## src/include/layer6_consts.svh

```systemverilog
`ifndef LAYER6_CONSTS_SVH
`define LAYER6_CONSTS_SVH

//==========================================================================
// Layer-6 activation buffer geometry
//==========================================================================

// Buffer depth in words
`define LAYER6_DEPTH   64
`define LAYER6_ADDR_W  6
`define LAYER6_WORD_W  128

// One activation and how many share a word
`define ACT_W          8
`define ACT_LANES      16

`endif

```

## src/verilog/layer6_pkg.sv

```systemverilog
`include "layer6_consts.svh"

package layer6_pkg;

  // Lane number inside one buffer word
  typedef logic [$clog2(`ACT_LANES)-1:0] lane_idx_t;

  //==========================================================================
  // Buffer word
  //==========================================================================

  // Raw view for the macro, lane view for packing and unpacking
  // Lane 0 sits in the low byte
  typedef union packed {
    logic [`LAYER6_WORD_W-1:0]                raw;
    logic signed [`ACT_LANES-1:0][`ACT_W-1:0] lanes;
  } feature_word_u;

endpackage

```

## src/verilog/layer6_writer.sv

```systemverilog
`timescale 1ns/10ps
`include "layer6_consts.svh"

module layer6_writer
  import layer6_pkg::*;
(
  input  logic                      ck,
  input  logic                      reset,
  input  logic                      layer_start,
  input  logic                      act_valid,
  input  logic [`ACT_W-1:0]         act_data,
  output logic                      wr_en,
  output logic [`LAYER6_ADDR_W-1:0] wr_addr,
  output feature_word_u             wr_word,
  output logic                      layer_done
);

  // First 15 lanes of the word being packed
  logic [`ACT_LANES-2:0][`ACT_W-1:0] stage;
  lane_idx_t                         lane_cnt;
  logic                              accept;
  logic                              last_lane;

  // A layer restart drops any byte presented with it
  assign accept    = act_valid & ~layer_start;
  assign last_lane = (lane_cnt == lane_idx_t'(`ACT_LANES - 1));
  assign wr_en     = accept & last_lane;

  //==========================================================================
  // Word assembly
  //==========================================================================

  // Top lane comes straight from the input on the writing edge
  always_comb begin
    for (int i = 0; i < `ACT_LANES - 1; i++) begin
      wr_word.lanes[i] = stage[i];
    end
    wr_word.lanes[`ACT_LANES-1] = act_data;
  end

  always_ff @(posedge ck) begin
    if (accept && !last_lane) begin
      stage[lane_cnt] <= act_data;
    end
  end

  //==========================================================================
  // Lane count, word address and completion
  //==========================================================================

  always_ff @(posedge ck) begin
    if (reset || layer_start) begin
      lane_cnt <= '0;
      wr_addr  <= '0;
    end else if (accept) begin
      lane_cnt <= lane_cnt + 1'b1;
      // Address wraps to 0 after word 63
      if (last_lane) begin
        wr_addr <= wr_addr + 1'b1;
      end
    end
  end

  always_ff @(posedge ck) begin
    if (reset) begin
      layer_done <= 1'b0;
    end else begin
      layer_done <= wr_en && (wr_addr == `LAYER6_ADDR_W'(`LAYER6_DEPTH - 1));
    end
  end

endmodule

```

## config.mk

```make
export PLATFORM = sky130hd
export DESIGN_NAME = layer6_writer
export DESIGN_NICKNAME = d
export VERILOG_FILES = /design/src/verilog/layer6_pkg.sv /design/src/verilog/layer6_writer.sv
export VERILOG_INCLUDE_DIRS = /design/src /design/src/include
export SDC_FILE = /design/constraint.sdc
export NUM_CORES = 1
export LEC_CHECK = 0
export ABC_AREA = 1
export BUFFER_PORTS_ARGS = -buffer_cell sky130_fd_sc_hd__buf_2
export CAP_MARGIN = 20
export CORE_MARGIN = 2
export CORE_UTILIZATION = 49
export DETAILED_ROUTE_END_ITERATION = 8
export PLACE_DENSITY_LB_ADDON = 0.3
export RECOVER_POWER = 25
export SYNTH_ARGS = -nofsm -noshare
export SYNTH_HDL_FRONTEND = slang
export SYNTH_SLANG_ARGS = --single-unit
export TNS_END_PERCENT = 10
```

## constraint.sdc

```tcl
create_clock -name ck -period 2 [get_ports ck]
set_input_delay 0.2 -clock ck [delete_from_list [all_inputs] [get_ports ck]]
set_output_delay 0.2 -clock ck [all_outputs]
set_load 0.01 [all_outputs]
```

==> summary.txt <==
Outcome
  – Status: finished clean

Timing
  – Final setup fails: 0
  – Fmax: 534 MHz
  – Final Hold Viols: 0
  – Max-slew headroom: 0.403
  – Period minus WS final: 1.87 ns
  – Measured slew at the worst slew-check pin: about 0.90 ns
  – Setup_tns: 0 ns
  – Final Slew Violations: 0
  – Fin worst setup slack: 0.127 ns
  – Fin crit share: 0.936
  – RSZ-0062 raised after global routing: false
  – Layout Skew: just under 0.008 ns
  – Min Hold Slack: 0.0310 ns

Clock network
  – TritonCTS clock tree: built
  – Root Buffer: clkbuf_8
  – CTS clk-pin slew, worst paths: around 0.060 ns
  – Cts repair resizes: 0
  – Num CTS Buffers: 17
  – Skew-Pair Late Insertion Delay: 0.50 ns
  – H-tree Lvls: 4
  – Clock sinks: 131
  – Clk buf depth: 2

Worst setup path
  – Crit-path max FO: 12
  – CP Class: register to primary output
  – Startpoint Class: register
  – WP data arrival: about 1.7 ns
  – Worst EP required: 1.80 ns
  – CP Capture Type: primary output

Floorplan
  – Core Area: 0.00868 mm²
  – Initial core utilization: 0.501
  – Die footprint: roughly 0.0096 mm²
  – Die width: 98.2 µm
  – Die Span Y: 98.2 µm
  – Io pins: 148
  – Row count: 34

Synth
  – Syn Std Cell Area: 0.00435 mm²
  – Cell count after synthesis: 229
  – Mapped Nets: 246
  – Number of synthesized register bits: 131
  – Synthesis warning total: 0
  – Yosys cell types: 22
  – Syn avg cell area: 19.0 µm²
  – Sequential share of the synthesized area: 0.879

Route
  – Starting DRT DRC Count: 161
  – Via count: 2567
  – Wire length per cell: 18.2 µm
  – Router iterations before antenna repair: 4
  – # DRC: 0
  – Via/cell ratio: 4.90
  – Final WL: 9.52 mm
  – Antenna-violating nets left: 0

Placed design
  – Gpl congestion: between 0.8 and 0.9
  – Port buffer count: 147
  – Place WS: 0.415 ns
  – DP HPWL: 6.19 mm

Power and ir drop
  – Power per Cell Area: 1110 mW/mm²
  – P_leak: 0.00233 µW
  – Maximum vdd drop: 0.650 mV

Final layout
  – Antenna Cells: 0
  – Util after Layout: 0.686
  – Area of the multi-input gates: 402 µm²
  – Area grow syn2layout: 36.8%
  – Post-layout net count: 420
  – Fillers: 583
  – Fraction of layout instances using a drive strength above 1: 0.464
  – Seq. cell area: roughly 0.0038 mm²

Global route
  – Largest net degree at the start of global routing: 17
  – First-pass GRT wire length: 14.1 mm
  – Vias in the first global route: 2431
  – Global-route usage over all layers: 0.201
  – Total grt overflow: 0
  – Initial antenna violation count: 0

Run
  – Max cap viols: 0

Hold path
  – HP Class: primary input to register
cell usage in the layout, fill, tap and decap left out, types with 3 or more instances in the layout:
cell type and n:
buf_2 140, edfxtp_1 120, nor2_1 23, nand2_1 20
clkbuf_16 16, buf_4 15, inv_1 13, dfxtp_1 11
clkbuf_1 9, bufinv_16 7, nand3_1 5, a21oi_1 5
ha_1 5, o21ai_0 3
synthesized netlist by cell type:
master	instances	area (µm²)
dfxtp_1	11	220
ha_1	5	62.6
nand2_4	1	11.3
nor2_1	23	86.3
nand4_1	2	12.5
o21ai_0	3	15.0
buf_6	1	11.3
o21ai_2	1	8.76
nor3_1	2	10.0
nand2_1	20	75.1
nand3_1	5	25.0
nor4_1	1	6.26
nand2_2	1	6.26
nand3_2	1	10.0
nor2_4	2	22.5
inv_2	1	3.75
buf_4	8	60.1
edfxtp_1	120	3600
a21oi_1	5	25.0
o21a_1	1	7.51
a21oi_2	2	17.5
inv_1	13	48.8
final timing paths:
path	startpoint	end	slack (ns)	cells after the start
setup / recovery	lane_cnt[0]$_SDFFE_PP0P_	wr_en	0.13	4
hold / removal	layer_start	wr_addr[5]$_SDFFE_PP0P_	0.03	4
hold reg to reg	wr_addr[5]$_SDFFE_PP0P_	layer_done$_SDFF_PP0_	0.48	2
setup reg to reg	lane_cnt[0]$_SDFFE_PP0P_	wr_word[48]$_DFFE_PP_	0.36	7
critical path, cell delays in order (launching register included):
cell     delay [ns]
dfxtp_1        0.39
ha_1           0.21
nand3_2        0.11
nor2_4         0.27
buf_2          0.20
kinds of logic (layout without fill, tap and decap cells):
| kind of cell | count (synthesis) | in the layout | share of synthesized area |
|---|---|---|---|
| flops | 131 | 131 | 0.879 |
| simple gates | 58 | 58 | 0.0610 |
| buf+inv | 23 | 210 | 0.0285 |
| compound gates | 12 | 12 | 0.0170 |
| fa+ha+maj | 5 | 5 | 0.0144 |
what timing repair did:
action | in CTS | in global routing
buffers inserted | 0 | 0
endpoints found under the hold margin | 6 | 0
hold buffers | 2 | 0
final cells by class:
type	instances	share of cell area
clock inverters	13	0.0429
clock buffers	19	0.0709
flip-flops and latches	131	0.643
repair buffers	164	0.144
multi-input cells	75	0.0675
inverters	14	0.00883
well taps	108	0.0227
power by group:
part | total [µW] | internal [µW] | switching [µW] | leakage, µW
Sequential | 3010 | 3000 | 5.03 | 0.00117
Clock | 3500 | 2400 | 1090 | 0.000320
Combinational | 121 | 29.4 | 91.7 | 0.000838
stage by stage:
step / area (µm²) / instances / power [µW]
2_1_floorplan: 4350 / 229 / 3110
3_3_place_gp: 5260 / 490 / 3180
3_5_place_dp: 5260 / 490 / 3190
4_1_cts: 5960 / 524 / 6650
5_1_grt: 5950 / 524 / 6790
6_report: 5950 / 524 / 6630
layer usage:
layer  routed length [µm]  global-route usage  up-vias
met2                 4790               0.320      153
met4                   78              0.0759        0
met3                  854              0.0587        6
met1                 3790               0.267     1227
met5                    0                   0        -
li1                     -                   -     1181
sequential cells by signal (all words and copies together), names as in the netlist:
| signal | cells |
|---|---|
| wr_addr | 6 |
| wr_word | 120 |
| layer_done | 1 |
| lane_cnt | 4 |
No activity file was read; power rests on OpenSTA's default activity.
