===== src/include/layer6_consts.svh =====
`ifndef LAYER6_CONSTS_SVH
`define LAYER6_CONSTS_SVH

//==========================================================================
// Layer-6 activation buffer geometry
//==========================================================================

// Buffer depth in words
`define LAYER6_DEPTH   64
`define LAYER6_ADDR_W  6
`define LAYER6_WORD_W  128

// One activation and how many share a word
`define ACT_W          8
`define ACT_LANES      16

`endif


===== src/verilog/layer6_pkg.sv =====
`include "layer6_consts.svh"

package layer6_pkg;

  // Lane number inside one buffer word
  typedef logic [$clog2(`ACT_LANES)-1:0] lane_idx_t;

  //==========================================================================
  // Buffer word
  //==========================================================================

  // Raw view for the macro, lane view for packing and unpacking
  // Lane 0 sits in the low byte
  typedef union packed {
    logic [`LAYER6_WORD_W-1:0]                raw;
    logic signed [`ACT_LANES-1:0][`ACT_W-1:0] lanes;
  } feature_word_u;

endpackage


===== src/verilog/layer6_reader.sv =====
`timescale 1ns/10ps
`include "layer6_consts.svh"

module layer6_reader
  import layer6_pkg::*;
(
  input  logic                      ck,
  input  logic                      reset,
  input  logic                      rd_req,
  input  logic [`LAYER6_ADDR_W-1:0] rd_addr,
  input  lane_idx_t                 rd_lane,
  output logic                      mem_rd_en,
  output logic [`LAYER6_ADDR_W-1:0] mem_rd_addr,
  input  feature_word_u             rd_word,
  output logic                      rd_valid,
  output logic [`ACT_W-1:0]         rd_data
);

  lane_idx_t lane_q;

  // Port B registers the word on the request edge
  assign mem_rd_en   = rd_req;
  assign mem_rd_addr = rd_addr;

  always_ff @(posedge ck) begin
    if (reset) begin
      rd_valid <= 1'b0;
    end else begin
      rd_valid <= rd_req;
    end
  end

  // Lane follows the word through the macro's output register
  always_ff @(posedge ck) begin
    if (rd_req) begin
      lane_q <= rd_lane;
    end
  end

  assign rd_data = rd_word.lanes[lane_q];

endmodule


===== config.mk =====
export PLATFORM = sky130hd
export DESIGN_NAME = layer6_reader
export DESIGN_NICKNAME = d
export VERILOG_FILES = /design/src/verilog/layer6_pkg.sv /design/src/verilog/layer6_reader.sv
export VERILOG_INCLUDE_DIRS = /design/src /design/src/include
export SDC_FILE = /design/constraint.sdc
export NUM_CORES = 1
export LEC_CHECK = 0
export ABC_AREA = 1
export BUFFER_PORTS_ARGS = -buffer_cell sky130_fd_sc_hd__buf_2
export CAP_MARGIN = 25
export CORE_MARGIN = 2
export CORE_UTILIZATION = 36
export DETAILED_ROUTE_END_ITERATION = 8
export HOLD_SLACK_MARGIN = 0.03
export PLACE_DENSITY_LB_ADDON = 0.05
export SYNTH_ARGS = -nofsm -noshare
export SYNTH_HDL_FRONTEND = slang
export SYNTH_SLANG_ARGS = --single-unit

===== constraint.sdc =====
create_clock -name ck -period 1.4 [get_ports ck]
set_clock_uncertainty 0.1 [all_clocks]
set_input_delay 0.42 -clock ck [delete_from_list [all_inputs] [get_ports ck]]
set_output_delay 0.42 -clock ck [all_outputs]
set_load 0.05 [all_outputs]

==> impl_metrics.prom <==
# TYPE chip_impl_metric gauge
chip_impl_metric{name="antenna_violations_before_repair",unit=""} 0
chip_impl_metric{name="yosys_warnings",unit=""} 0
chip_impl_metric{name="final_design_area_no_fill",unit="µm²"} 3380
chip_impl_metric{name="finalMaxSlewViolations",unit=""} 0
chip_impl_metric{name="vertical_extent_of_the_die",unit="µm"} 75.9
chip_impl_metric{name="holdBufCountCts",unit=""} 0
chip_impl_metric{name="postSynthRegisterBits",unit=""} 5
chip_impl_metric{name="grt_overflow_total",unit=""} 0
chip_impl_info{name="status",value="finished, violations left"} 1
chip_impl_metric{name="initialDrtViolationCount",unit=""} 145
chip_impl_metric{name="wire_per_inst",unit="µm"} 11.7
chip_impl_metric{name="worst_pin_slew",unit="ps"} 259
chip_impl_metric{name="routed_wl",unit="mm"} 7.25
chip_impl_metric{name="syn2layout_area_growth",unit="%"} 81.6
chip_impl_metric{name="antenna_cells_inserted",unit=""} 0
chip_impl_metric{name="floorplan.die.width",unit="µm"} 75.9
chip_impl_metric{name="drc",unit=""} 0
chip_impl_metric{name="total_die_area",unit="µm²"} 5760
chip_impl_metric{name="yosysSeqAreaShare",unit="%"} 7.54
chip_impl_metric{name="top_level_ports",unit=""} 157
chip_impl_metric{name="yosys.area_share.xor_xnor",unit="%"} 0
chip_impl_metric{name="port_buffers",unit=""} 144
chip_impl_metric{name="detailed_place.area",unit="µm²"} 2800
chip_impl_metric{name="post_layout_nets",unit=""} 691
chip_impl_metric{name="layout.core_utilization",unit="%"} 67.0
chip_impl_metric{name="grt_start_max_net_pins",unit=""} 26
chip_impl_metric{name="min_delay_path_depth",unit=""} 2
chip_impl_info{name="cts_tree",value="built"} 1
chip_impl_metric{name="clk_pin_slew",unit="ps"} 40
chip_impl_metric{name="post_drt_via_cell_ratio",unit=""} 4.52
chip_impl_metric{name="slew_headroom",unit="%"} 82.7
chip_impl_metric{name="routabilityCongestion",unit=""} 0.931
chip_impl_metric{name="detailedPlacementHpwl",unit="mm"} 5.16
chip_impl_metric{name="irDropWorstVdd",unit="µV"} 655
chip_impl_metric{name="core_area",unit="µm²"} 5040
chip_impl_metric{name="crit_fanout",unit=""} 9
chip_impl_metric{name="ys_types",unit=""} 11
chip_impl_metric{name="netlist_instances",unit=""} 402
chip_impl_metric{name="final_critical_path_setup_slack",unit="ps"} -759
chip_impl_metric{name="first_global_vias",unit=""} 2305
chip_impl_metric{name="post-route-period-util",unit="%"} 154
chip_impl_metric{name="cts_inserted_buffers",unit=""} 3
chip_impl_metric{name="ctsLongestPathBuffers",unit=""} 2
chip_impl_info{name="setup.worst_path.start_class",value="flip-flop"} 1
chip_impl_info{name="holdCritPathClass",value="input port to flip-flop"} 1
chip_impl_metric{name="syn-cell-area",unit="µm²"} 1860
chip_impl_metric{name="synthesis.nets",unit=""} 543
chip_impl_metric{name="drtAntennaViolNets",unit=""} 0
chip_impl_info{name="synth_largest_area_cell",value="sky130_fd_sc_hd__nand2_1"} 1
chip_impl_info{name="ys_top_cells_by_area",value="sky130_fd_sc_hd__nand2_1, sky130_fd_sc_hd__nand3_1, sky130_fd_sc_hd__inv_1"} 1
chip_impl_metric{name="timing.critical_path.required",unit="ps"} 880
chip_impl_metric{name="postSynthAreaPerCell",unit="µm²"} 4.63
chip_impl_info{name="cts-root-buf",value="sky130_fd_sc_hd__clkbuf_8"} 1
chip_impl_metric{name="power",unit="mW"} 1.91
chip_impl_metric{name="synth-simple-area-share",unit="%"} 60.0
chip_impl_metric{name="synth-compound-area-share",unit="%"} 0
chip_impl_metric{name="max_clock_freq",unit="GHz"} 0.463
chip_impl_metric{name="drv_cap",unit=""} 0
chip_impl_info{name="worst-setup-path-type",value="flip-flop to primary output"} 1
chip_impl_metric{name="finalHoldViolCount",unit=""} 0
chip_impl_metric{name="share_of_final_layout_standard_cells_stronger_than_drive_strength_1",unit="%"} 44.3
chip_impl_metric{name="grtUsageTotal",unit="%"} 22.3
chip_impl_metric{name="synth_mux_area_share",unit="%"} 0
chip_impl_metric{name="fp-row-count",unit=""} 26
chip_impl_info{name="rsz0062_at_grt",value="yes"} 1
chip_impl_metric{name="start_util",unit="%"} 36.9
chip_impl_metric{name="worst-endpoint-arrival",unit="ps"} 1640
chip_impl_metric{name="htree_levels",unit=""} 1
chip_impl_metric{name="final-setup-viol-count",unit=""} 8
chip_impl_info{name="capturing_element_type_of_the_critical_path",value="primary output"} 1
chip_impl_metric{name="post-route-min-period",unit="ps"} 2160
chip_impl_info{name="synth_top_family_by_area",value="simple AND/OR/NAND/NOR gates"} 1
chip_impl_info{name="violations",value="setup timing"} 1
chip_impl_metric{name="detailroute.via_count",unit=""} 2795
chip_impl_metric{name="cts.sink_count",unit=""} 5
chip_impl_metric{name="firstDrtPassIters",unit=""} 4
chip_impl_metric{name="place_worst_setup_slack",unit="ps"} -594
chip_impl_metric{name="p_per_area",unit="nW/µm²"} 565
chip_impl_metric{name="synthAdderAreaFrac",unit="%"} 0
chip_impl_metric{name="p_leak",unit="nW"} 2.17
chip_impl_metric{name="synth.top_cell.area_share",unit="%"} 33.9
chip_impl_metric{name="tns",unit="ps"} -5910
chip_impl_metric{name="grt_first_pass_wirelength",unit="mm"} 10.0
worst max-delay path, cell delays in order (launching register included):
cell and delay [ps]:
sky130_fd_sc_hd__edfxtp_1 440, sky130_fd_sc_hd__clkinv_4 120, sky130_fd_sc_hd__buf_12 150, sky130_fd_sc_hd__buf_16 130, sky130_fd_sc_hd__nand2_1 80, sky130_fd_sc_hd__nand3_2 90
sky130_fd_sc_hd__nand3_2 80, sky130_fd_sc_hd__nand3_2 90, sky130_fd_sc_hd__nand2_4 80, sky130_fd_sc_hd__buf_8 140
metal layers:
layer,GRT usage (%),wire length (µm)
met1,29.5,3100
met2,40.0,3520
met3,1.59,493
met4,3.70,146
met5,0,0
logic make-up after synthesis:
kind of cell | after synthesis
buf+inv | 132
flops | 5
simple gates | 265
cells in the final DEF, fill, tap and decap left out:
cell / instances
sky130_fd_sc_hd__buf_2: 136
sky130_fd_sc_hd__clkbuf_16: 3
sky130_fd_sc_hd__nand2_1: 150
sky130_fd_sc_hd__inv_1: 99
sky130_fd_sc_hd__inv_2: 1
sky130_fd_sc_hd__clkbuf_8: 3
sky130_fd_sc_hd__nand3_1: 50
sky130_fd_sc_hd__edfxtp_1: 4
sky130_fd_sc_hd__buf_12: 10
sky130_fd_sc_hd__nand3_4: 2
sky130_fd_sc_hd__nor2_1: 1
sky130_fd_sc_hd__buf_16: 3
sky130_fd_sc_hd__buf_8: 9
sky130_fd_sc_hd__nand2_4: 8
sky130_fd_sc_hd__clkbuf_1: 1
sky130_fd_sc_hd__dfxtp_1: 1
sky130_fd_sc_hd__buf_6: 1
sky130_fd_sc_hd__clkinv_4: 1
sky130_fd_sc_hd__buf_4: 12
sky130_fd_sc_hd__nand2_2: 10
sky130_fd_sc_hd__nand3_2: 44
cell type report:
cell class	count	area, µm²
clock buffer	4	45.0
tap	70	87.6
timing repair buffer	174	1270
multi-input combinational	265	1450
sequential	5	140
fill	503	1670
inverter	101	384
Yosys cell counts:
cell type	count
sky130_fd_sc_hd__inv_1	99
sky130_fd_sc_hd__nand2_1	168
sky130_fd_sc_hd__edfxtp_1	4
sky130_fd_sc_hd__clkbuf_1	2
sky130_fd_sc_hd__nand3_1	96
sky130_fd_sc_hd__buf_4	9
sky130_fd_sc_hd__buf_6	8
sky130_fd_sc_hd__dfxtp_1	1
sky130_fd_sc_hd__buf_2	12
sky130_fd_sc_hd__inv_2	2
sky130_fd_sc_hd__nor2_1	1
power breakdown:
part           leakage (nW)  switching, mW  internal (mW)
registers            0.0475        0.00987          0.174
clock network        0.0228         0.0815          0.196
logic                  2.10          0.775          0.673
total                  2.17          0.866           1.04
through the flow:
stage                     cells  hold WS (ps)
after global routing        619           270
after CTS                   613           257
after global placement      605           475
after detailed placement    605           477
final                       619           258
after floorplan             402           391
registers in the layout (all words and copies together), names as in the netlist:
name	count
rd_valid	1
lane_q	4
worst paths after layout:
check | end | slack, ps | startpoint
max | rd_data[7] | -760 | lane_q[0]
min | rd_valid | 260 | reset
repair_timing:
action / 4_1_cts / 5_1_grt
pin swaps: 10 / 15
setup buffers: 1 / 2
setup endpoints to repair: 8 / 8
resized for setup: 46 / 36
gates cloned: 3 / 4
No activity file was read; power rests on OpenSTA's default activity.
